<file path="src/hdl/cpu_isa_pkg.sv">
`default_nettype none

package cpu_isa_pkg;

    localparam int xlen = 32;

    typedef logic [xlen-1:0] word_t;
    typedef logic [4:0] reg_idx_t;

    // Major opcodes of the supported subset
    typedef enum logic [6:0] {
        opc_op     = 7'b0110011,
        opc_op_imm = 7'b0010011,
        opc_lui    = 7'b0110111,
        opc_load   = 7'b0000011,
        opc_store  = 7'b0100011,
        opc_branch = 7'b1100011
    } opcode_e;

    typedef enum logic [2:0] {
        alu_add,
        alu_sub,
        alu_and,
        alu_or,
        alu_xor,
        alu_slt,
        alu_pass_b  // LUI
    } alu_op_e;

    // Instruction format, selects the immediate layout
    typedef enum logic [2:0] {
        cls_none,
        cls_r,
        cls_i,
        cls_s,
        cls_b,
        cls_u
    } instr_class_e;

    localparam logic [2:0] f3_add_sub = 3'b000;
    localparam logic [2:0] f3_slt     = 3'b010;
    localparam logic [2:0] f3_xor     = 3'b100;
    localparam logic [2:0] f3_or      = 3'b110;
    localparam logic [2:0] f3_and     = 3'b111;
    localparam logic [2:0] f3_word    = 3'b010; // LW / SW
    localparam logic [2:0] f3_beq     = 3'b000;

    localparam logic [6:0] f7_base = 7'b0000000;
    localparam logic [6:0] f7_alt  = 7'b0100000; // SUB

endpackage

`default_nettype wire
</file>
<file path="src/hdl/cpu_pipe_pkg.sv">
`default_nettype none

package cpu_pipe_pkg;

    import cpu_isa_pkg::*;

    // Control bundle that follows an instruction down the pipe
    typedef struct packed {
        logic     valid;
        logic     reg_write;
        reg_idx_t rd;
        logic     mem_read;
        logic     mem_write;
        logic     branch;
        alu_op_e  alu_op;
        logic     alu_src;   // Immediate as operand b
    } ctrl_t;

    typedef struct packed {
        logic  valid;
        word_t pc;
        word_t instr;
    } if_de_t;

    typedef struct packed {
        ctrl_t ctrl;
        word_t pc;
        word_t imm;
        word_t rs1_value;
        word_t rs2_value;
    } de_ex_t;

    typedef struct packed {
        ctrl_t ctrl;
        word_t pc;
        word_t result;
        word_t store_data;
        word_t branch_target;
        logic  take_branch;
    } ex_mem_t;

    typedef struct packed {
        ctrl_t ctrl;
        word_t pc;
        word_t wb_data;
    } mem_wb_t;

    // Commit record seen outside the core
    typedef struct packed {
        logic     valid;
        word_t    pc;
        reg_idx_t rd;
        word_t    data;
        logic     store;
    } retire_t;

endpackage

`default_nettype wire

</file>
<file path="src/hdl/memory.sv">
`timescale 1ns/1ps
`default_nettype none

module memory (
    input  logic                  clk,
    input  logic                  rst_n,
    input  logic                  enable,
    input  cpu_pipe_pkg::ex_mem_t ex_mem,
    input  logic [31:0]           ram_read_data,
    output logic [31:0]           ram_address,
    output logic [31:0]           ram_write_data,
    output logic                  ram_write,
    output logic                  redirect,
    output logic [31:0]           redirect_target,
    output cpu_pipe_pkg::mem_wb_t mem_wb
);
    import cpu_isa_pkg::*;

    word_t wb_data;

    assign ram_address    = ex_mem.result;      // Address from the ALU
    assign ram_write_data = ex_mem.store_data;
    assign ram_write      = ex_mem.ctrl.valid && ex_mem.ctrl.mem_write && enable;

    // Also serves as the flush of the three younger stages
    assign redirect        = ex_mem.ctrl.valid && ex_mem.take_branch;
    assign redirect_target = ex_mem.branch_target;

    assign wb_data = ex_mem.ctrl.mem_read ? ram_read_data : ex_mem.result;

    always_ff @(posedge clk or negedge rst_n) begin
        if (!rst_n) begin
            mem_wb <= '0;
        end else if (enable) begin
            mem_wb.ctrl    <= ex_mem.ctrl;
            mem_wb.pc      <= ex_mem.pc;
            mem_wb.wb_data <= wb_data;
        end
    end

endmodule

`default_nettype wire

</file>
<file path="config.mk">
export PLATFORM = sky130hd
export DESIGN_NAME = memory
export DESIGN_NICKNAME = d
export VERILOG_FILES = /design/src/hdl/cpu_isa_pkg.sv /design/src/hdl/cpu_pipe_pkg.sv /design/src/hdl/memory.sv
export SDC_FILE = /design/constraint.sdc
export NUM_CORES = 1
export LEC_CHECK = 0
export ABC_AREA = 0
export BUFFER_PORTS_ARGS = -buffer_cell sky130_fd_sc_hd__buf_4
export CAP_MARGIN = 5
export CORE_AREA = 2 2 137 139
export CTS_CLUSTER_DIAMETER = 40
export CTS_CLUSTER_SIZE = 16
export DETAILED_ROUTE_END_ITERATION = 12
export DIE_AREA = 0 0 139 141
export HOLD_SLACK_MARGIN = 0.02
export SYNTH_ARGS = -nofsm -noshare
export SYNTH_HDL_FRONTEND = slang
export SYNTH_SLANG_ARGS = --single-unit
</file>
<file path="constraint.sdc">
create_clock -name clk -period 1.3 [get_ports clk]
set_input_delay 0.195 -clock clk [delete_from_list [all_inputs] [get_ports clk]]
set_output_delay 0.195 -clock clk [all_outputs]
set_load 0.02 [all_outputs]
</file>
==> out/results.ini, run 1 <==
[outcome]
outcome = finished, final reports clean

[yosys]
yosysWarnings = 0
synth_common_cells = buf_4 (100), dfrtp_1 (78), a21oi_1 (32), mux2i_1 (32), nor2_1 (32)
synthesis.instances = 334
synth_ff_type = dfrtp_1
synth_cell_type_count = 11
synth_area_um2 = 4020
ys_async_sr_fraction_pct = 100
synth_edf_count = 0
synth_nets = 512
postSynthAreaPerCell_um2 = 12.0
yosysSeqAreaShare_pct = 48.6
yosys.area.top_type = dfrtp_1
ys_ff_latch = 78
netlist.area_leader.share_pct = 48.6
synth_area_leaders = dfrtp_1 (49%), buf_4 (19%), mux2_4 (8.2%), mux2i_1 (8.0%), mux2_2 (6.7%)
synthMostInstantiatedCell = buf_4

[timing]
fin_skew_ns = 0
slew_violations = 0
fin_crit_ns = 1.10
maxSlewHeadroom_pct = 79.4
fin_ws_ns = 0.195
tns_ns = 0
fin_crit_sh_pct = 85.0
timing.fmax_mhz = 905
finalSetupViolCount = 0
rsz0062_at_grt = no
worst_pin_slew_ns = 0.310
hold_viol_final = 0
whs_ns = 0.0816

[worst_setup_path]
timing.critical_path.buf_inv = 1
crit_path_end_kind = output pin
cp_top_family = flip-flops
rr_startpoint = mem_wb[60]
startpoint = mem_wb[60]
start_kind = flip-flop
crit_required_ns = 1.11
cp_slowest_stage_delay_ns = 0.40
worstPathArrival_ns = 0.91
criticalPathCategory = reg -> out
cp_slowest_cell = dfrtp_1
cp_max_fo = 2
worstPathCellList = buf_4

[global_routing]
grt_pass1_wl_um = 16800
grt_start_max_net_pins = 57
grtUsageTotal_pct = 10.9
gr-total-overflow = 0
first_global_vias = 3038
antenna_found_initial = 0

[flow_run]
maxCapViolCount = 0

[hold_path]
hold_class = in -> reg
worstHoldStart = ex_mem[119]

[placement]
hpwl_um = 8860
gp_congestion = 0.826
pre_cts_ws_ns = 0.181
port_buffers = 225

[finish]
area_growth_pct = 39.4
final_layout_size_suffix_gt1_share_pct = 62.3
largest_register_ffs = 78
largestRegisters = mem_wb (78)
diodes = 0
fin_nets = 645
largest-register = mem_wb

[routing]
drt-initial-drc-count = 66
viasPerCell = 4.04
routed_wl_um = 11000
firstDrtPassIters = 3
ant_nets = 0
drc = 0
wl_per_cell_um = 15.5
dr_total_vias = 2853

[floorplan]
die_h_um = 141
pin_count = 354
initial_core_util_pct = 22.0
die_w_um = 139
rows = 50
die_area_um2 = 19600
core-area_um2 = 18300

[clock_network]
cts_buffers = 9
cts_tree = built
h-tree-depth = 3
clock_path_buffers = 2
insertion_delay_ns = 0.33
post_cts_buffers = 0
cts.clk_slew.worst_paths_ns = 0.06
cts_root_buffer = clkbuf_16
cts_sinks = 78

[power]
power.total_mw = 7.27
powerDensity_nw_per_um2 = 1300
max-vdd-ir-drop_v = 0.000689
p_leak_nw = 2.77

power breakdown:
part,internal [mW],switching (mW)
combinational,0.881,0.826
sequential,2.68,0.146
clock,1.70,1.05
total,5.25,2.02
worst paths after layout:
path / to / slack (ns) / cells after the start
worst max-delay path: mem_wb[60] / 0.20 / 1
worst min-delay path: mem_wb[54] / 0.08 / 2
worst max register to register: mem_wb[60] / 0.51 / 1
worst min register to register: mem_wb[70] / 0.51 / 1
max in group asynchronous: mem_wb[13] / 0.62 / 3
min in group asynchronous: mem_wb[60] / 0.21 / 2
routing by layer:
layer	vias up	part of all wire, %	GRT usage (%)
met5	-	0	0.752
li1	1290	-	-
met2	204	51	18.6
met4	0	1.8	4.15
met3	24	12	5.54
met1	1335	35	11.6
cells by family after synthesis:
kind of cell / Yosys count / share of synthesized area (%)
flip-flops: 78 / 48.6
AO/OA/AOI/OAI: 32 / 3.98
multiplexers: 78 / 22.9
AND/OR/NAND/NOR: 34 / 3.30
buffers and inverters: 112 / 21.3
stage by stage:
step	instances	area [µm²]	util, %
floorplan	334	4020	-
global placement	689	5270	28.8
detailed placement	689	5270	28.8
CTS	706	5600	30.7
global route	706	5600	30.7
finish	706	5600	30.7
repair_timing:
item,in CTS,in global routing
hold buffers,1,0
resized for setup,0,0
endpoints found under the hold margin,78,0
final cells by class:
type | count | area [µm²]
multi-input combinational | 144 | 1210
fill | 1875 | 12700
clock buffer | 10 | 229
tap | 234 | 293
clock inverter | 6 | 93.8
sequential | 78 | 1950
timing repair buffer | 234 | 1820
layout by cell type, fill, tap and decap left out, types with 2 or more instances in the layout:
master and instances:
mux2_2 24, clkbuf_16 9, clkinv_4 2, buf_12 5, mux2_4 22, dfrtp_1 78, buf_4 228, a21oi_1 32
nor2_1 32, mux2i_1 32, bufinv_16 2
Power figures use the tool's default switching activity.
==> inputs of run 2 (changes only) <==
--- a/config.mk
+++ b/config.mk
@@ -8,11 +8,11 @@
 export ABC_AREA = 0
 export BUFFER_PORTS_ARGS = -buffer_cell sky130_fd_sc_hd__buf_4
 export CAP_MARGIN = 5
-export CORE_AREA = 2 2 137 139
+export CORE_AREA = 2 2 138 140
 export CTS_CLUSTER_DIAMETER = 40
 export CTS_CLUSTER_SIZE = 16
 export DETAILED_ROUTE_END_ITERATION = 12
-export DIE_AREA = 0 0 139 141
+export DIE_AREA = 0 0 140 142
 export HOLD_SLACK_MARGIN = 0.02
 export SYNTH_ARGS = -nofsm -noshare
 export SYNTH_HDL_FRONTEND = slang
==> constraint.sdc (replaced) <==
create_clock -name clk -period 1.1 [get_ports clk]
set_input_delay 0.165 -clock clk [delete_from_list [all_inputs] [get_ports clk]]
set_output_delay 0.165 -clock clk [all_outputs]
set_load 0.02 [all_outputs]
==> run 2 against run 1 <==
Net effect: the run now ends with DRC left; power increased by 16%; non-clock buffer count rose by 6; sequential power grew 18%; combinational power increased by 20%; via count is 1.1% lower; critical endpoint is now mem_wb[41]; flip-flop and latch count is the same; global-route usage fell by 0.62 points; hold slack worse by 0.030 ns; highest routed layer unchanged; clock skew stayed put; first-iteration DRC count increased by 35%.
==> out/results.ini, run 2 (synthesis results as in run 1) <==
[timing]
worst_pin_slew_ns = 0.418  ; was 0.310 ns
fin_crit_sh_pct = 97.2
timing.fmax_mhz = 935
maxSlewHeadroom_pct = 72.2  ; was 79.4%
hold_viol_final = 0  ; unchanged
whs_ns = 0.0513  ; was 0.0816 ns
fin_crit_ns = 1.07
fin_skew_ns = 0  ; unchanged
finalSetupViolCount = 0  ; unchanged
rsz0062_at_grt = no  ; unchanged
slew_violations = 0  ; unchanged

[floorplan]
core-area_um2 = 18500  ; was 18300 µm²
pin_count = 354  ; unchanged
rows = 50  ; unchanged
initial_core_util_pct = 21.8  ; was 22.0%
die_w_um = 140  ; was 139 µm
die_area_um2 = 19900  ; was 19600 µm²
die_h_um = 142  ; was 141 µm

[placement]
port_buffers = 225  ; unchanged
hpwl_um = 8400  ; was 8860 µm
place_inst = 692  ; was 689
gp_congestion = 0.761  ; was 0.826

[routing]
drt-initial-drc-count = 89  ; was 66
drc = 25  ; was 0
dr_total_vias = 2823  ; was 2853
routed_wl_um = 10700  ; was 11000 µm
firstDrtPassIters = 9  ; was 3
viasPerCell = 3.96  ; was 4.04
ant_nets = 0  ; unchanged
wl_per_cell_um = 15.1  ; was 15.5 µm

[hold_path]
worstHoldStart = ex_mem[115]  ; was ex_mem[119]
hold_class = in -> reg  ; unchanged
hold_path_end = mem_wb[50]  ; was mem_wb[54]
hold-path-cell-count = 2  ; unchanged

[finish]
diodes = 0  ; unchanged
fill_cells = 1887  ; was 1875
final_layout_size_suffix_gt1_share_pct = 62.8  ; was 62.3%
fin_nets = 651  ; was 645
largest-register = mem_wb  ; unchanged
area_growth_pct = 40.8  ; was 39.4%
largest_register_ffs = 78  ; unchanged
largestRegisters = mem_wb (78)  ; unchanged
mostFrequentLayoutCell = buf_4  ; unchanged
final_cells = 712  ; was 706
final_cell_mix = buf_4 (229), dfrtp_1 (78), mux2i_1 (32), nor2_1 (32), a21oi_1 (32)  ; was buf_4 (228), dfrtp_1 (78), mux2i_1 (32), nor2_1 (32), a21oi_1 (32)

[global_routing]
grt_start_max_net_pins = 79  ; was 57
antenna_found_initial = 0  ; unchanged
gr-total-overflow = 0  ; unchanged
grt_pass1_wl_um = 15800  ; was 16800 µm
first_global_vias = 2934  ; was 3038
grtUsageTotal_pct = 10.3  ; was 10.9%

[worst_setup_path]
criticalPathCategory = reg -> out  ; unchanged
reg2regPathDepth = 2  ; was 1
rr_startpoint = mem_wb[36]  ; was mem_wb[60]
crit_path_end_kind = output pin  ; unchanged
start_kind = flip-flop  ; unchanged
worstPathCellList = buf_4  ; unchanged
cp_top_family = flip-flops  ; unchanged
timing.critical_path.buf_inv = 1  ; unchanged
crit_required_ns = 0.94  ; was 1.11 ns
worstPathArrival_ns = 0.90  ; was 0.91 ns
reg2reg_to = mem_wb[36]  ; was mem_wb[60]
r2r_slack_ns = 0.21  ; was 0.51 ns
cp_max_fo = 2  ; unchanged
cp_slowest_cell = dfrtp_1  ; unchanged
cp_slowest_stage_delay_ns = 0.40  ; about the same

[clock_network]
cts_buffers = 9  ; unchanged
cts_tree = built  ; unchanged
cts.clk_slew.worst_paths_ns = 0.06  ; about the same
clock_path_buffers = 2  ; unchanged
cts_sinks = 78  ; unchanged
insertion_delay_ns = 0.34  ; was 0.33 ns
cts_root_buffer = clkbuf_16  ; unchanged
h-tree-depth = 3  ; unchanged

[outcome]
outcome = complete, but fails checks  ; was finished, final reports clean
violations = DRC

[power]
powerDensity_nw_per_um2 = 1490  ; was 1300 nW/µm²
p_leak_nw = 2.79  ; was 2.77 nW
max-vdd-ir-drop_v = 0.000765  ; was 0.000689 V

[flow_run]
maxCapViolCount = 0  ; unchanged

[run 2: cell count changes in the layout (fill, tap and decap cells not counted), moves of 2 or more]
cell        delta
buf_12         +2
clkinv_4       -2
clkinvlp_4     +2
buf_6          +3
[run 2: repair_timing]
item / in CTS / in global routing
gates resized for setup: 0 / 3
buffers inserted: 0 / 3
hold buffers: 1 / 0
hold endpoints to repair: 78 / 0
endpoints found under the setup margin: 0 / 5
[run 2: where the power goes]
group | internal [mW] | switching [mW] | leakage [nW] | total [mW]
Combinational | 1.08 | 0.983 | 1.76 | 2.06
Sequential | 3.16 | 0.178 | 0.894 | 3.34
Clock | 1.77 | 1.25 | 0.136 | 3.03
Total | 6.02 | 2.41 | 2.79 | 8.43
[run 2: worst reg2reg max path: cells and delay by family (launching register included)]
kind / cells / cell delay, ns
buffers and inverters: 1 / 0.14
DFF: 1 / 0.39
muxes: 1 / 0.25
[run 2: routing by layer]
layer / wire length, µm / global-route usage, %
met4: 237 / 5.16
met2: 5550 / 18.1
met1: 3680 / 10.4
met5: 0 / 0
met3: 1280 / 4.74
[run 2: how the worst max path moves through the flow]
stage	slack, ns	cells past startpoint	start	end
after floorplan	0.24	3	enable	mem_wb[47]
after global placement	0.03	3	enable	mem_wb[37]
after detailed placement	-0.007	3	enable	mem_wb[41]
after CTS	0.005	1	mem_wb[8]	mem_wb[8]
after global routing	0.001	1	mem_wb[27]	mem_wb[27]
final	0.03	1	mem_wb[41]	mem_wb[41]
[run 2: area by class of cell]
| cell class | instances | area [µm²] | share of cell area (%) |
|---|---|---|---|
| clock inverter | 6 | 70.1 | 1.24 |
| multi-input combinational | 144 | 1210 | 21.4 |
| timing repair buffer | 240 | 1900 | 33.6 |
| tap | 234 | 293 | 5.17 |
| sequential | 78 | 1950 | 34.5 |
| clock buffer | 10 | 229 | 4.05 |
[run 2: per-stage QoR]
step / setup slack (ns) / power, mW / area [µm²] / util, % / TNS, ns
after global placement: 0.0266 / 5.41 / 5320 / 28.8 / 0
final: 0.0303 / 8.43 / 5660 / 30.7 / 0
after CTS: 0.00546 / 8.58 / 5630 / 30.5 / 0
after global routing: 0.00141 / 8.89 / 5660 / 30.7 / 0
after floorplan: 0.238 / 4.76 / 4020 / - / 0
after detailed placement: -0.00689 / 5.45 / 5320 / 28.8 / -0.00689
==> inputs of run 3 (changes only) <==
--- a/config.mk
+++ b/config.mk
@@ -14,6 +14,7 @@
 export DETAILED_ROUTE_END_ITERATION = 12
 export DIE_AREA = 0 0 140 142
 export HOLD_SLACK_MARGIN = 0.02
+export PLACE_DENSITY = 0.53
 export SYNTH_ARGS = -nofsm -noshare
 export SYNTH_HDL_FRONTEND = slang
 export SYNTH_SLANG_ARGS = --single-unit
==> run 3 against run 2 <==
Net effect: the flow still finishes with violations (DRC); clock skew did not move; die area did not move; register-to-register slack barely moved; critical path type unchanged; largest power group unchanged.
==> out/results.ini, run 3 (synthesis results as in run 1) <==
[global_routing]
first_global_vias = 3052  ; was 2934
grtUsageTotal_pct = 10.3  ; about the same
antenna_found_initial = 0  ; unchanged
gr-total-overflow = 0  ; unchanged
grt_pass1_wl_um = 15800  ; about the same
grt_start_max_net_pins = 44  ; was 79

[timing]
finalSetupViolCount = 0  ; unchanged
fin_crit_sh_pct = 96.2  ; was 97.2%
slew_violations = 0  ; unchanged
fin_crit_ns = 1.06  ; was 1.07 ns
hold_viol_final = 0  ; unchanged
rsz0062_at_grt = yes  ; was no
worst_pin_slew_ns = 0.245  ; was 0.418 ns
timing.fmax_mhz = 945  ; was 935 MHz
tns_ns = 0  ; unchanged
maxSlewHeadroom_pct = 83.7  ; was 72.2%
fin_skew_ns = 0  ; unchanged

[floorplan]
die_area_um2 = 19900  ; unchanged
die_h_um = 142  ; unchanged
core-area_um2 = 18500  ; unchanged
pin_count = 354  ; unchanged
initial_core_util_pct = 21.8  ; unchanged
die_w_um = 140  ; unchanged
rows = 50  ; unchanged

[clock_network]
cts_buffers = 9  ; unchanged
cts_sinks = 78  ; unchanged
h-tree-depth = 3  ; unchanged
cts.clk_slew.worst_paths_ns = 0.06  ; about the same
insertion_delay_ns = 0.33  ; was 0.34 ns
cts_root_buffer = clkbuf_16  ; unchanged
cts_tree = built  ; unchanged
clock_path_buffers = 2  ; unchanged

[placement]
hpwl_um = 8420  ; was 8400 µm
place_inst = 691  ; was 692
port_buffers = 225  ; unchanged
gp_congestion = 0.752  ; was 0.761
placed_cell_area_um2 = 5300  ; was 5320 µm²

[finish]
final_layout_size_suffix_gt1_share_pct = 62.5  ; was 62.8%
final_cell_mix = buf_4 (225), dfrtp_1 (78), mux2i_1 (32), nor2_1 (32), a21oi_1 (32)  ; was buf_4 (229), dfrtp_1 (78), mux2i_1 (32), nor2_1 (32), a21oi_1 (32)
diodes = 0  ; unchanged
multiInputGateArea_um2 = 1210  ; unchanged
seq_area_um2 = 1950  ; unchanged
largestRegisters = mem_wb (78)  ; unchanged
largest_register_ffs = 78  ; unchanged
mostFrequentLayoutCell = buf_4  ; unchanged
fin_nets = 648  ; was 651
final_cells = 709  ; was 712
fin_area_um2 = 5650  ; was 5660 µm²
postLayoutCoreUtil_pct = 30.6  ; was 30.7%
area_growth_pct = 40.5  ; was 40.8%
largest-register = mem_wb  ; unchanged
fill_cells = 1898  ; was 1887

[flow_run]
maxCapViolCount = 0  ; unchanged

[power]
power.total_mw = 8.56  ; was 8.43 mW
p_leak_nw = 2.79  ; about the same
max-vdd-ir-drop_v = 0.000619  ; was 0.000765 V
powerDensity_nw_per_um2 = 1520  ; was 1490 nW/µm²

[routing]
wl_per_cell_um = 14.9  ; was 15.1 µm
drt-met1-wl_um = 3510  ; was 3680 µm
drc = 25  ; unchanged
routed_wl_um = 10500  ; was 10700 µm
dr_total_vias = 2809  ; was 2823
firstDrtPassIters = 8  ; was 9
ant_nets = 0  ; unchanged
highest_layer = met4  ; unchanged
dr_wl_met3_um = 1400  ; was 1280 µm
drt-initial-drc-count = 102  ; was 89
viasPerCell = 3.96  ; about the same
wl_met2_um = 5310  ; was 5550 µm

[worst_setup_path]
worstPathCellList = buf_6  ; was buf_4
cp_max_fo = 2  ; unchanged
crit_path_end_kind = output pin  ; unchanged
crit_required_ns = 0.94  ; about the same
timing.critical_path.buf_inv = 1  ; unchanged
cp_slowest_stage_delay_ns = 0.42  ; was 0.40 ns
criticalPathCategory = reg -> out  ; unchanged
worstPathArrival_ns = 0.89  ; was 0.90 ns
cp_slowest_cell = dfrtp_1  ; unchanged
cp_top_family = flip-flops  ; unchanged
start_kind = flip-flop  ; unchanged

[outcome]
violations = DRC  ; unchanged
outcome = complete, but fails checks  ; unchanged

[hold_path]
hold_class = in -> reg  ; unchanged

==> run 3: area by class of cell <==
cell class	instances	share of cell area, %
flip-flops and latches	78	34.6
repair buffers	237	33.2
multi-input cells	144	21.5
well taps	234	5.18
clock buffers	10	4.05
clock inverters	6	1.53
==> run 3: report_power, final <==
part / internal, mW / total, mW / switching, mW
combinational: 1.07 / 2.05 / 0.981
sequential: 3.16 / 3.34 / 0.180
clock: 1.98 / 3.17 / 1.19
total: 6.22 / 8.56 / 2.35
==> run 3: what timing repair did <==
action | in CTS | in global routing
setup endpoints to repair | 3 | 6
setup buffers | 0 | 1
pin swaps | 0 | 0
hold buffers | 1 | 0
hold endpoints to repair | 78 | 0
gates cloned | 0 | 0
gates resized for setup | 3 | 2
==> run 3: worst paths after layout <==
kind | startpoint | endpoint | slack [ns] | cells after the start
worst max-delay path | mem_wb[8] | mem_wb[8] | 0.04 | 1
worst min-delay path | ex_mem[125] | mem_wb[60] | 0.06 | 2
worst max register to register | mem_wb[42] | mem_wb[42] | 0.22 | 2
worst min register to register | mem_wb[40] | mem_wb[40] | 0.51 | 1
max in group asynchronous | rst_n | mem_wb[31] | 0.50 | 3
min in group asynchronous | rst_n | mem_wb[62] | 0.36 | 3
==> run 3: per-stage QoR <==
step | hold slack (ns) | setup WS [ns]
after floorplan | -0.131 | 0.238
after global placement | 0.149 | 0.0800
after detailed placement | 0.158 | 0.0558
after CTS | 0.0357 | -0.0130
after global routing | 0.0363 | -0.0171
final | 0.0576 | 0.0413
==> run 3: per-layer routing <==
layer / track usage [%] / up-vias
met5: 0.752 / -
met4: 5.32 / 0
met3: 5.69 / 19
met2: 17.8 / 201
met1: 9.95 / 1291
li1: - / 1298
