**src/hdl/cpu_isa_pkg.sv**
```systemverilog
`default_nettype none

package cpu_isa_pkg;

    localparam int xlen = 32;

    typedef logic [xlen-1:0] word_t;
    typedef logic [4:0] reg_idx_t;

    // Major opcodes of the supported subset
    typedef enum logic [6:0] {
        opc_op     = 7'b0110011,
        opc_op_imm = 7'b0010011,
        opc_lui    = 7'b0110111,
        opc_load   = 7'b0000011,
        opc_store  = 7'b0100011,
        opc_branch = 7'b1100011
    } opcode_e;

    typedef enum logic [2:0] {
        alu_add,
        alu_sub,
        alu_and,
        alu_or,
        alu_xor,
        alu_slt,
        alu_pass_b  // LUI
    } alu_op_e;

    // Instruction format, selects the immediate layout
    typedef enum logic [2:0] {
        cls_none,
        cls_r,
        cls_i,
        cls_s,
        cls_b,
        cls_u
    } instr_class_e;

    localparam logic [2:0] f3_add_sub = 3'b000;
    localparam logic [2:0] f3_slt     = 3'b010;
    localparam logic [2:0] f3_xor     = 3'b100;
    localparam logic [2:0] f3_or      = 3'b110;
    localparam logic [2:0] f3_and     = 3'b111;
    localparam logic [2:0] f3_word    = 3'b010; // LW / SW
    localparam logic [2:0] f3_beq     = 3'b000;

    localparam logic [6:0] f7_base = 7'b0000000;
    localparam logic [6:0] f7_alt  = 7'b0100000; // SUB

endpackage

`default_nettype wire
```
**src/hdl/cpu_pipe_pkg.sv**
```systemverilog
`default_nettype none

package cpu_pipe_pkg;

    import cpu_isa_pkg::*;

    // Control bundle that follows an instruction down the pipe
    typedef struct packed {
        logic     valid;
        logic     reg_write;
        reg_idx_t rd;
        logic     mem_read;
        logic     mem_write;
        logic     branch;
        alu_op_e  alu_op;
        logic     alu_src;   // Immediate as operand b
    } ctrl_t;

    typedef struct packed {
        logic  valid;
        word_t pc;
        word_t instr;
    } if_de_t;

    typedef struct packed {
        ctrl_t ctrl;
        word_t pc;
        word_t imm;
        word_t rs1_value;
        word_t rs2_value;
    } de_ex_t;

    typedef struct packed {
        ctrl_t ctrl;
        word_t pc;
        word_t result;
        word_t store_data;
        word_t branch_target;
        logic  take_branch;
    } ex_mem_t;

    typedef struct packed {
        ctrl_t ctrl;
        word_t pc;
        word_t wb_data;
    } mem_wb_t;

    // Commit record seen outside the core
    typedef struct packed {
        logic     valid;
        word_t    pc;
        reg_idx_t rd;
        word_t    data;
        logic     store;
    } retire_t;

endpackage

`default_nettype wire

```
**src/hdl/execute.sv**
```systemverilog
`timescale 1ns/1ps
`default_nettype none

module execute (
    input  logic                  clk,
    input  logic                  rst_n,
    input  logic                  enable,
    input  logic                  flush,
    input  cpu_pipe_pkg::de_ex_t  de_ex,
    output cpu_pipe_pkg::ex_mem_t ex_mem
);
    import cpu_isa_pkg::*;

    word_t operand_a;
    word_t operand_b;
    word_t alu_result;
    word_t branch_target;
    logic  take_branch;

    assign operand_a = de_ex.rs1_value;
    assign operand_b = de_ex.ctrl.alu_src ? de_ex.imm : de_ex.rs2_value;

    always_comb begin
        case (de_ex.ctrl.alu_op)
            alu_add:    alu_result = operand_a + operand_b;
            alu_sub:    alu_result = operand_a - operand_b;
            alu_and:    alu_result = operand_a & operand_b;
            alu_or:     alu_result = operand_a | operand_b;
            alu_xor:    alu_result = operand_a ^ operand_b;
            alu_slt:    alu_result = {31'b0, $signed(operand_a) < $signed(operand_b)};
            alu_pass_b: alu_result = operand_b;
            default:    alu_result = '0;
        endcase
    end

    // BEQ compares the raw register values, not operand_b
    assign branch_target = de_ex.pc + de_ex.imm;
    assign take_branch   = de_ex.ctrl.valid && de_ex.ctrl.branch
                           && (de_ex.rs1_value == de_ex.rs2_value);

    always_ff @(posedge clk or negedge rst_n) begin
        if (!rst_n) begin
            ex_mem <= '0;
        end else if (enable) begin
            if (flush) begin
                ex_mem <= '0;
            end else begin
                ex_mem.ctrl          <= de_ex.ctrl;
                ex_mem.pc            <= de_ex.pc;
                ex_mem.result        <= alu_result;
                ex_mem.store_data    <= de_ex.rs2_value;
                ex_mem.branch_target <= branch_target;
                ex_mem.take_branch   <= take_branch;
            end
        end
    end

endmodule

`default_nettype wire

```
**config.mk**
```make
export PLATFORM = sky130hd
export DESIGN_NAME = execute
export DESIGN_NICKNAME = d
export VERILOG_FILES = /design/src/hdl/cpu_isa_pkg.sv /design/src/hdl/cpu_pipe_pkg.sv /design/src/hdl/execute.sv
export SDC_FILE = /design/constraint.sdc
export NUM_CORES = 1
export LEC_CHECK = 0
export BUFFER_PORTS_ARGS = -buffer_cell sky130_fd_sc_hd__buf_2
export CAP_MARGIN = 30
export CORE_MARGIN = 4
export CORE_UTILIZATION = 62
export CTS_BUF_LIST = sky130_fd_sc_hd__clkbuf_8
export DETAILED_ROUTE_END_ITERATION = 10
export PLACE_DENSITY = 0.89
export RECOVER_POWER = 100
export SYNTH_ARGS = -nofsm -noshare
export SYNTH_HDL_FRONTEND = slang
export SYNTH_SLANG_ARGS = --single-unit
```
**constraint.sdc**
```tcl
create_clock -name clk -period 2 [get_ports clk]
set_input_delay 0.4 -clock clk [delete_from_list [all_inputs] [get_ports clk]]
set_output_delay 0.4 -clock clk [all_outputs]
set_load 0.01 [all_outputs]
```
==> results.md, run 1 <==
* Outcome: stopped before the end
* Exit stage: 4_1_cts
* Err: [ERROR DPL-0033] detailed placement checks failed during check placement.
* GP Congestion at 1.17
* Synth cell types at 85
* Post-synth top cells: 184 x inv_1, 143 x dfrtp_1, 137 x o21ai_0, 136 x ha_1, 98 x nand2_1
* Syn Inst Count at 1599
* Post-synthesis sequential area ratio at 27.2%
* Asr flop ratio synth at 100%
* Syn_nets at 1884
* H-tree Lvls at 4
* Synth area leaders: dfrtp_1 27%, ha_1 13%, inv_1 5.2%, o21ai_0 5.2%, nand3b_1 4.4%
* Mean Syn Cell Area at 8.23 um^2
* Setup Buffers After CTS at 52
* Cts repair resizes at 304
* Starting Density at 62.8%
* Clk buf depth at 2
* Ys flop type: dfrtp_1
* Hpwl dp at 50.3 mm
* Leading area contributor after synthesis: dfrtp_1
* Chip Height at 154 um
* CTS sink cnt at 143
* Port bufs at 288
* Root Driver: clkbuf_8
* Cts hold-fix bufs at 1
* Most frequent cell after synthesis: inv_1
* Post-synth EDFFs at 0
* FP Rows at 53
* Top cell type's share of synthesized area at 27.2%
* Ys Warns at 0
* Chip width at 154 um
* Netlist Area Pre-Place at 13200 um^2
* Ports at 289
* TritonCTS buffer count at 17
* Flop and latch count out of synthesis at 143
==> stage by stage <==
step                      setup TNS [ps]  cells  area (um^2)  hold slack, ps  setup WS (ps)
after floorplan                   -29300   1599        13700             104          -1170
after detailed placement          -59930   2493        18300             362          -1670
after global placement            -50000   2493        18300             360          -1410
==> cells by family after synthesis <==
| logic type | Yosys count | synth area share, % |
|---|---|---|
| buf+inv | 280 | 8.20 |
| simple gates | 399 | 15.9 |
| fa+ha+maj | 139 | 13.4 |
| flops | 143 | 27.2 |
| compound gates | 516 | 26.7 |
| mux | 42 | 3.25 |
| xor+xnor | 80 | 5.32 |
==> run 2: changes to the inputs <==
- CORE_UTILIZATION: 62 -> 40
- CTS_BUF_LIST: sky130_fd_sc_hd__clkbuf_8 -> default
- PLACE_DENSITY: 0.89 -> default
- PLACE_DENSITY_LB_ADDON: default -> 0.15
==> run 2 against run 1 <==
  * The flow now finishes, with violations (setup timing)
  * Area after synthesis did not move
  * Synthesized cell count did not move
==> results.md, run 2 <==
* Syn Inst Count at 1599 (unchanged)
* Vias in the first global route at 15400
* Final Max Tran Viols at 0
* Ys flop type: dfrtp_1
* Top cell type's share of synthesized area at 27.2% (unchanged)
* Flop and latch count out of synthesis at 143 (unchanged)
* GR peak layer: met2
* Switching share of total power at 37.2%
* Met2 global-route usage at 52.3%
* Slew margin rel. at 30.4%
* CTS sink cnt at 143 (unchanged)
* Share of layout cells above drive strength 1 at 40.8%
* Failing checks: setup timing
* Hold depth at 3
* Synth area leaders: dfrtp_1 27%, ha_1 13%, inv_1 5.2%, o21ai_0 5.2%, nand3b_1 4.4%
* Leading area contributor after synthesis: dfrtp_1
* Final ANT Viol Nets at 0
* Port bufs at 288 (unchanged)
* Final WS setup at -989 ps
* Drt drc at 0
* Clock share of power at 28.3%
* Chip width at 189 um (+23%)
* Chip Height at 189 um (+23%)
* Netlist Area Pre-Place at 13200 um^2 (unchanged)
* Max VDD drop at 0.000640 V
* Largest regs: ex_mem x143
* Final setup viols at 55
* Final Critical Period at 2990 ps
* Post-synthesis sequential area ratio at 27.2% (unchanged)
* Final Cycle Share at 149%
* Ys Warns at 0 (unchanged)
* CP Data Required Time at 2340 ps
* Max Clk Rate at 335 MHz
* Iter 0 DRT Violations at 1462
* Post-synth EDFFs at 0 (unchanged)
* Overall routing resource usage at 32.9%
* R2R cell count at 5
* Most frequent cell after synthesis: inv_1
* Routed via count at 15700
* Path type of the worst min-delay path: input pin to flip-flop
* Synth cell types at 85 (unchanged)
* Clock skew at 0 ps
* Mean Syn Cell Area at 8.23 um^2 (unchanged)
* Endpoints failing hold at 0
* Sw Pwr at 4.85 mW
* Number of iterations in the first detailed-routing pass at 7
* Avg WL per Cell at 21.8 um
* Layout Cells excl Fill at 2832
* Measured slew at the worst slew-check pin at 1040 ps
* Type of origin of the critical path: input pin
* Crit. End Element: flip-flop
* H-tree Lvls at 4 (unchanged)
* Core area at 32500 um^2
* Outcome: complete, but fails checks
* Data arrival, critical path at 3330 ps
* RSZ-0062 raised after global routing: true
* Ports at 289 (unchanged)
* TritonCTS buffer count at 17 (unchanged)
* Cell Pwr Density at 608 nW/um^2
* Most frequent cells in the layout: 490 x buf_4, 174 x inv_1, 145 x clkbuf_1
* Root Driver: clkbuf_16
* FP Rows at 66 (+25%)
* Clock insertion delay at the later pin of the skew report at 460 ps
* GR Util met3 at 4.74%
* M1 GR Usage at 46.8%
* Clk buf depth at 2 (unchanged)
* DIE AREA at 35900 um^2
* Via/cell ratio at 5.54
* Clock slew at reported path FFs at 70 ps
* Asr flop ratio synth at 100% (unchanged)
* Hpwl dp at 47.7 mm (-5.0%)
* Most flops, register: ex_mem
* Starting Density at 40.5% (-22 points)
* Most common cell after layout, fill and taps aside: buf_4
* Syn_nets at 1884 (unchanged)
* First-pass GRT wire length at 91.5 mm
* Max FO, Critical Path at 5
* Crit Path Category: input pin to flip-flop
* Post-synth top cells: 184 x inv_1, 143 x dfrtp_1, 137 x o21ai_0, 136 x ha_1, 98 x nand2_1
* Area growth syn-to-layout at 63.1%
* Leakage power at 10.1 nW
* Placed cells at 2750 (+10%)
* GP Congestion at 0.962 (-17%)
* Grt total ovfl at 0
* Max cap viols at 0
* Final Core Density at 66.0%
* Combinational share of power at 45.9%
* Internal Power at 8.20 mW
* Largest register FFs at 143
* Largest net degree at the start of global routing at 103
* Final wirelength at 61.6 mm
* CTS tree: built
* Seq pwr share at 25.8%
* Initial antenna violation count at 5
* Final nets at 2658
run 2: power groups by stage:
| stage | Sequential (mW) | Combinational, mW | Clock (mW) |
|---|---|---|---|
| floorplan | 3.51 | 2.43 | 0 |
| global placement | 3.39 | 5.19 | 0 |
| detailed placement | 3.40 | 5.20 | 0 |
| CTS | 3.35 | 5.79 | 3.72 |
| global route | 3.39 | 6.39 | 3.83 |
| finish | 3.36 | 5.99 | 3.70 |
run 2: final cells by class:
class,count,area [um^2]
clock buffers,19,453
well taps,442,553
diodes,4,10.0
inverters,188,713
fillers,2850,11100
repair buffers,847,5920
clock inverters,13,199
flip-flops and latches,143,3580
multi-input cells,1176,10000
run 2: layer usage:
layer  part of all wire (%)  vias to the layer above  wire (um)
li1                       -                     7293          -
met1                     45                     7609      27700
met2                     45                      679      27900
met3                    7.1                       99       4360
met4                    2.8                        4       1710
met5                  0.054                        -         33
run 2: cells by family after synthesis:
| group | synth area share [%] |
|---|---|
| multiplexers | 3.25 |
| AND/OR/NAND/NOR | 15.9 |
| buffers and inverters | 8.20 |
| adder cells (fa/ha/maj) | 13.4 |
| XOR/XNOR | 5.32 |
| flip-flops | 27.2 |
| AO/OA/AOI/OAI | 26.7 |
run 2: through the flow:
step	setup WS, ps	hold WS (ps)	power (mW)	area, um^2	setup TNS, ps
6_report	-989	177	13.0	21500	-30630
5_1_grt	-1060	184	13.6	21500	-36060
4_1_cts	-906	171	12.9	21300	-25980
3_5_place_dp	-1650	349	8.60	19300	-60350
3_3_place_gp	-1560	347	8.59	19300	-58990
2_1_floorplan	-1170	104	5.94	13700	-29300
run 2: repair_timing:
| action | 4_1_cts | 5_1_grt |
|---|---|---|
| pin swaps | 159 | 84 |
| cloned | 1 | 0 |
| setup endpoints to repair | 54 | 56 |
| endpoints found under the hold margin | 37 | 0 |
| buffers inserted | 42 | 15 |
| hold buffers | 1 | 0 |
| resized for setup | 240 | 76 |
run 2: critical path: stages:
cell,delay [ps]
buf_12,80
buf_12,130
buf_12,140
mux2i_2,200
buf_4,170
ha_4,220
buf_6,110
nand4_1,150
buf_4,140
nor3_2,30
a2111o_1,440
o21ai_4,190
o211a_4,210
or3_1,110
a21oi_1,60
o31a_1,270
a221o_1,260
run 2: worst paths after layout:
kind	start	to	slack (ps)
worst max-delay path	de_ex[128]	ex_mem[89]	-990
worst min-delay path	de_ex[133]	ex_mem[134]	180
worst max register to register	ex_mem[94]	ex_mem[94]	540
worst min register to register	ex_mem[130]	ex_mem[130]	480
max in group asynchronous	rst_n	ex_mem[85]	230
min in group asynchronous	rst_n	ex_mem[140]	670
Power figures use the tool's default switching activity.
==> run 3: changes to the inputs <==
- ABC_AREA: default -> 1
==> run 3 against run 2 <==
  * The run ends with capacitance limit, slew limit, setup timing left
  * Routed wire length up 8.8%
  * Synthesized cell count up 40%
  * Die area up 8.0%
  * Final cell count up 21%
  * Worst setup slack better by 720 ps
  * Maximum frequency up 32%
  * Global-route usage up 0.14 points
  * Critical path type unchanged
==> results.md, run 3 <==
* Chip Height at 197 um (+3.9%)
* Crit Path Category: input pin to flip-flop
* RR Endpoint: ex_mem[51]
* Clock insertion delay at the later pin of the skew report at 450 ps (about the same)
* Final Critical Period at 2270 ps (-717 ps)
* FP Rows at 68 (+3.0%)
* Via/cell ratio at 5.27 (-4.8%)
* GP Congestion at 0.995 (+3.4%)
* Overall routing resource usage at 33.1% (+0.14 points)
* Layout Cells excl Fill at 3429 (+21%)
* Largest regs: ex_mem x143
* Share of layout cells above drive strength 1 at 43.7% (+2.9 points)
* Post-synthesis sequential area ratio at 25.1% (-2.1 points)
* Largest register FFs at 143 (unchanged)
* Most flops, register: ex_mem
* Synth cell types at 49 (-42%)
* Leading area contributor after synthesis: dfrtp_1
* Path type of the worst min-delay path: input pin to flip-flop
* Ys flop type: dfrtp_1
* Final nets at 3242 (+22%)
* DIE AREA at 38800 um^2 (+8.0%)
* Number of iterations in the first detailed-routing pass at 6 (-1)
* Post-synth top cells: 750 x nand2_1, 334 x inv_1, 147 x nor2_1, 143 x dfrtp_1, 143 x nand3_1
* Routed via count at 18100 (+15%)
* Switching share of total power at 40.9% (+3.8 points)
* Seq pwr share at 25.7% (about the same)
* Measured slew at the worst slew-check pin at 1670 ps (+622 ps)
* Crit. End Element: flip-flop
* Iter 0 DRT Violations at 1373 (-6.1%)
* R2R cell count at 1 (-4)
* H-tree Lvls at 4 (unchanged)
* Max Clk Rate at 440 MHz (+32%)
* Hold depth at 2 (-1)
* Final WS setup at -272 ps (+717 ps)
* CTS sink cnt at 143 (unchanged)
* Initial antenna violation count at 9 (+4)
* Post-synth EDFFs at 0 (unchanged)
* Syn_nets at 2531 (+34%)
* Flop and latch count out of synthesis at 143 (unchanged)
* Largest net degree at the start of global routing at 74 (-28%)
* RSZ-0062 raised after global routing: true
* Final Cycle Share at 114% (-36 points)
* Max VDD drop at 0.000649 V (+1.4%)
* Most common cell after layout, fill and taps aside: nand2_1
* Area growth syn-to-layout at 59.1%
* Max FO, Critical Path at 11 (+6)
* Drt drc at 0 (unchanged)
* Starting Density at 40.9% (+0.44 points)
* Final ANT Viol Nets at 0 (unchanged)
* Top cell type's share of synthesized area at 25.1% (-2.1 points)
* Reg-to-reg slack, setup at 1230 ps (+690 ps)
* Mean Syn Cell Area at 6.35 um^2 (-23%)
* Reg area at 3580 um^2 (unchanged)
* Vias in the first global route at 17900 (+16%)
* Final wirelength at 67.1 mm (+8.8%)
* FILL cells at 3178 (+12%)
* Type of origin of the critical path: input pin
* First-pass GRT wire length at 99.6 mm (+8.9%)
* Hpwl dp at 53.0 mm (+11%)
* Grt total ovfl at 0 (unchanged)
* CP Data Required Time at 2320 ps (-20 ps)
* Avg WL per Cell at 19.6 um (-10%)
* Most frequent cell after synthesis: nand2_1
* Syn Inst Count at 2246 (+40%)
* Leakage power at 12.3 nW (+22%)
* Synth area leaders: dfrtp_1 25%, nand2_1 20%, ha_1 12%, inv_1 8.8%, nand3_1 5.0%
* Clock skew at 0 ps (unchanged)
* Hold Path Sink: ex_mem[6]
* Final Max Tran Viols at 93 (+93)
* Ys Warns at 0 (unchanged)
* Clock share of power at 25.6% (-2.7 points)
* Design Area, Final at 22700 um^2 (+5.7%)
* Outcome: complete, but fails checks
* Ports at 289 (unchanged)
* Most frequent cells in the layout: 584 x nand2_1, 427 x buf_4, 286 x buf_2
* Chip width at 197 um (+3.9%)
* Multi-input logic area at 11200 um^2 (+12%)
* Endpoints failing hold at 0 (unchanged)
* Hold WS at 147 ps (-29.7 ps)
* Clk buf depth at 2 (unchanged)
* Setup TNS at -6650 ps (+23980 ps)
* Min-delay src: flush
* Port bufs at 288 (unchanged)
* Final setup viols at 73 (+33%)
* Failing checks: capacitance limit, slew limit, setup timing
* Data arrival, critical path at 2590 ps (-740 ps)
* Netlist Area Pre-Place at 14300 um^2 (+8.4%)
* Asr flop ratio synth at 100% (unchanged)
* Clock slew at reported path FFs at 70 ps (about the same)
* Cell Pwr Density at 571 nW/um^2 (-6.0%)
* Post-DP Area at 19900 um^2 (+3.6%)
* Placed cells at 3359 (+22%)
* Internal Power at 7.66 mW (-6.6%)
* Combinational share of power at 48.8% (+2.9 points)
* Root Driver: clkbuf_16
* Sw Pwr at 5.31 mW (+9.4%)
* Core area at 34900 um^2 (+7.2%)
* Slew margin rel. at -11.0% (-41 points)
* CTS tree: built
* TritonCTS buffer count at 17 (unchanged)
* Reg-to-reg startpoint: ex_mem[51]
* Max cap viols at 2 (+2)
run 3: area by class of cell:
cell class | count | share of cell area [%]
flip-flops and latches | 143 | 15.8
clock inverters | 12 | 0.540
inverters | 341 | 5.78
clock buffers | 20 | 1.97
diodes | 4 | 0.0441
repair inverters | 2 | 0.0882
well taps | 455 | 2.51
repair buffers | 765 | 23.9
multi-input cells | 1687 | 49.4
run 3: power groups by stage:
stage	clock network [mW]	registers (mW)	logic (mW)
after floorplan	0	3.48	2.61
after global placement	0	3.37	5.26
after detailed placement	0	3.37	5.32
after CTS	3.34	3.32	5.82
after global routing	3.46	3.35	6.82
final	3.32	3.33	6.32
run 3: worst max path at each step:
stage                       endpoint  cells past startpoint  slack (ps)        from
final                     ex_mem[69]                     17        -270  de_ex[128]
after global routing      ex_mem[65]                     20        -350  de_ex[128]
after CTS                 ex_mem[72]                     20        -200  de_ex[128]
after detailed placement  ex_mem[93]                     17       -1060  de_ex[128]
after global placement    ex_mem[93]                     17       -1080  de_ex[128]
after floorplan           ex_mem[73]                     17        -250  de_ex[128]
run 3: metal layers:
layer,share of wire (%),up-vias,GRT usage (%)
met1,42,8527,42.8
met4,2.8,12,8.94
met5,0.12,-,0
met2,48,714,56.3
met3,7.7,119,6.79
li1,-,8704,-
run 3: worst max-delay path, stage by stage:
cell and delay [ps]:
buf_8 90, buf_12 160, inv_8 70, or2_4 240, o21ai_4 110, inv_2 110
fa_2 410, nand2_2 60, nand2_1 60, and2_4 170, buf_4 130, nand2_1 40
o21ai_1 70, a21oi_1 160, nand2_1 90, a21oi_2 110, o21ai_0 80
run 3: kinds of logic (layout without fill, tap and decap cells):
| kind of cell | Yosys count | after routing | synth area share [%] |
|---|---|---|---|
| XOR/XNOR | 15 | 15 | 0.921 |
| buffers and inverters | 416 | 1140 | 11.7 |
| flip-flops | 143 | 143 | 25.1 |
| AND/OR/NAND/NOR | 1132 | 1132 | 32.7 |
| other | 0 | 4 | 0 |
| AO/OA/AOI/OAI | 401 | 401 | 17.3 |
| adder cells (fa/ha/maj) | 139 | 139 | 12.3 |
run 3: per-stage QoR:
stage	power [mW]	worst slack, ps	util (%)
finish	13.0	-272	65.1
global route	13.6	-353	65.1
CTS	12.5	-196	62.4
detailed placement	8.68	-1060	57.2
global placement	8.63	-1080	57.2
floorplan	6.09	-252	-
run 3: repair_timing:
item | CTS | global route
cloned | 5 | 0
hold buffers | 1 | 0
endpoints found under the setup margin | 33 | 45
buffers inserted | 10 | 18
gates resized for setup | 285 | 245
pin swaps | 82 | 132
hold endpoints to repair | 16 | 0
==> run 4: changes to the inputs <==
--- a/config.mk
+++ b/config.mk
@@ -9,5 +9,5 @@
 export BUFFER_PORTS_ARGS = -buffer_cell sky130_fd_sc_hd__buf_2
 export CAP_MARGIN = 30
-export CORE_MARGIN = 4
+export CORE_MARGIN = 2
 export CORE_UTILIZATION = 40
 export DETAILED_ROUTE_END_ITERATION = 10
==> constraint.sdc (replaced) <==
create_clock -name clk -period 2 [get_ports clk]
set_input_delay 0.4 -clock clk [delete_from_list [all_inputs] [get_ports clk]]
set_output_delay 0.4 -clock clk [all_outputs]
set_load 0.005 [all_outputs]
==> run 4 against run 3 <==
  * Final cell count up 0.52%
  * Global-route usage up 2.5 points
  * Clock power up 8.4%
  * Largest cell class unchanged
  * Clock skew unchanged
  * Sequential cell count unchanged
  * Core utilization down 1.4 points
  * The run ends with setup timing left
  * Non-clock buffer count up 8
  * Power up 0.25%
  * First-iteration DRC count up 0.66%
==> results.md, run 4 (same netlist as run 3, synthesis figures left out) <==
* Data arrival, critical path at 2590 ps (about the same)
* Chip Height at 193 um (-2.0%)
* TritonCTS buffer count at 17 (unchanged)
* Ports at 289 (unchanged)
* Reg-to-reg slack, setup at 1210 ps (-20 ps)
* Most frequent cells in the layout: 607 x nand2_1, 438 x buf_4, 297 x inv_1
* CTS tree: built
* Final Cycle Share at 112% (-1.6 points)
* Largest net degree at the start of global routing at 145 (+96%)
* Grt total ovfl at 0 (unchanged)
* Iter 0 DRT Violations at 1382 (+0.66%)
* Number of iterations in the first detailed-routing pass at 5 (-1)
* Routed via count at 18100 (+0.17%)
* Leakage power at 11.9 nW (-2.8%)
* Slew margin rel. at 33.7% (+45 points)
* Outcome: complete, but fails checks
* Crit. End Element: flip-flop
* Final WS setup at -240 ps (+32.3 ps)
* Hold Path Sink: ex_mem[6]
* Final Max Tran Viols at 0 (-100%)
* Sw Pwr at 5.19 mW (-2.2%)
* Clock slew at reported path FFs at 70 ps (about the same)
* Starting Density at 40.4% (-0.49 points)
* Type of origin of the critical path: input pin
* Final wirelength at 66.7 mm (-0.63%)
* Port bufs at 288 (unchanged)
* FILL cells at 3320 (+4.5%)
* Hold depth at 2 (unchanged)
* GR peak layer: met2
* CP Data Required Time at 2350 ps (+30 ps)
* Most common cell after layout, fill and taps aside: nand2_1
* FP Rows at 69 (+1.5%)
* DIE AREA at 37200 um^2 (-4.0%)
* Clk buf depth at 2 (unchanged)
* Max Clk Rate at 446 MHz (+1.4%)
* Failing checks: setup timing
* Measured slew at the worst slew-check pin at 994 ps (-671 ps)
* Max FO, Critical Path at 7 (-4)
* Final Power at 13.0 mW (+0.25%)
* Core area at 35300 um^2 (+1.2%)
* RSZ-0062 raised after global routing: true
* GR Util met3 at 7.15% (+0.36 points)
* Most flops, register: ex_mem
* Via/cell ratio at 5.25 (-0.35%)
* Clock share of power at 27.7% (+2.1 points)
* Cell Pwr Density at 579 nW/um^2 (+1.3%)
* Internal Power at 7.80 mW (+1.9%)
* Min-delay src: flush
* Chip width at 193 um (-2.0%)
* RR Endpoint: ex_mem[65]
* Met2 global-route usage at 59.6% (+3.3 points)
* R2R cell count at 2 (+1)
* Switching share of total power at 40.0% (-0.98 points)
* GP Congestion at 0.970 (-2.5%)
* Clock skew at 0 ps (unchanged)
* Hold WS at 146 ps (-1.33 ps)
* Crit Path Category: input pin to flip-flop
* M1 GR Usage at 44.4% (+1.6 points)
* Clock insertion delay at the later pin of the skew report at 450 ps (about the same)
* Final nets at 3250 (+0.25%)
* Endpoints failing hold at 0 (unchanged)
* Avg WL per Cell at 19.3 um (-1.1%)
* H-tree Lvls at 4 (unchanged)
* Combinational share of power at 46.6% (-2.2 points)
* Max VDD drop at 0.000672 V (+3.5%)
* Reg-to-reg startpoint: ex_mem[65]
* Vias in the first global route at 17700 (-1.2%)
* Root Driver: clkbuf_16
* First-pass GRT wire length at 99.1 mm (-0.55%)
* Path type of the worst min-delay path: input pin to flip-flop
* Final Critical Period at 2240 ps (-32.3 ps)
* Seq pwr share at 25.6% (about the same)
* Drt drc at 0 (unchanged)
* Hpwl dp at 52.8 mm (-0.27%)
* Largest register FFs at 143 (unchanged)
* Final setup viols at 29 (-60%)
* Largest regs: ex_mem x143
* Final ANT Viol Nets at 0 (unchanged)
* Share of layout cells above drive strength 1 at 38.0% (-5.7 points)
* Area growth syn-to-layout at 57.4%
* CTS sink cnt at 143 (unchanged)
* Max cap viols at 0 (-2)
* Overall routing resource usage at 35.6% (+2.5 points)
* Initial antenna violation count at 9 (unchanged)
[run 4: cell count changes in the layout (fill, tap and decap cells not counted), sizes merged]
cell,before,now
bufinv,1,3
bufbuf,1,0
clkbuf,22,141
clkinvlp,3,1
diode,4,8
buf,761,651
[run 4: critical path, cell delays in order]
cell and delay (ps):
buf_16 140, buf_12 150, buf_8 120, o21ai_4 270, inv_2 100, fa_2 380, nand2_2 80, nand2_2 60
and2_4 190, nand2_4 60, nand2_4 60, nand2_2 60, o21ai_2 60, a21oi_2 130, o211ai_1 130, nand2_1 100
nand2_1 60
[run 4: layout make-up]
cell class	instances	area (um^2)	area share, %
Antenna cell	8	20.0	0.0891
Clock buffer	20	447	1.99
Timing Repair Buffer	773	5230	23.3
Tap cell	461	577	2.57
Multi-Input combinational cell	1687	11100	49.5
Clock inverter	12	173	0.769
Sequential cell	143	3580	15.9
Timing Repair inverter	2	17.5	0.0780
Inverter	341	1300	5.79
[run 4: how the worst max path moves through the flow]
stage | from | endpoint | slack [ps]
after floorplan | de_ex[128] | ex_mem[73] | -250
after global placement | de_ex[128] | ex_mem[94] | -1120
after detailed placement | de_ex[128] | ex_mem[94] | -1100
after CTS | de_ex[128] | ex_mem[73] | -140
after global routing | de_ex[128] | ex_mem[93] | -310
final | de_ex[128] | ex_mem[73] | -240
[run 4: timing repair]
action | 4_1_cts | 5_1_grt
pin swaps | 59 | 112
buffers inserted | 9 | 17
gates resized for setup | 210 | 242
cloned | 3 | 1
setup endpoints to repair | 32 | 46
hold buffers | 1 | 0
hold endpoints to repair | 8 | 0
[run 4: power by group through the flow]
stage,clock network [mW],registers [mW],logic (mW)
2_1_floorplan,0,3.38,2.61
3_3_place_gp,0,3.37,5.17
3_5_place_dp,0,3.37,5.23
4_1_cts,3.63,3.32,5.62
5_1_grt,3.73,3.37,6.58
6_report,3.60,3.33,6.06
[run 4: layer usage]
metal / share of wire (%) / vias to the layer above
met3: 6.8 / 125
li1: - / 8712
met1: 42 / 8607
met4: 4.0 / 4
met2: 47 / 659
met5: 0.035 / -
[run 4: stage by stage]
| step | util, % | cells | setup slack [ps] | TNS (ps) | instance area, um^2 |
|---|---|---|---|---|---|
| 6_report | 63.6 | 3447 | -240 | -4140 | 22500 |
| 5_1_grt | 63.6 | 3444 | -308 | -9820 | 22500 |
| 4_1_cts | 61.3 | 3422 | -144 | -2220 | 21600 |
| 3_5_place_dp | 56.9 | 3377 | -1100 | -35330 | 20100 |
| 3_3_place_gp | 56.9 | 3377 | -1120 | -34300 | 20100 |
| 2_1_floorplan | - | 2246 | -252 | -4700 | 14900 |
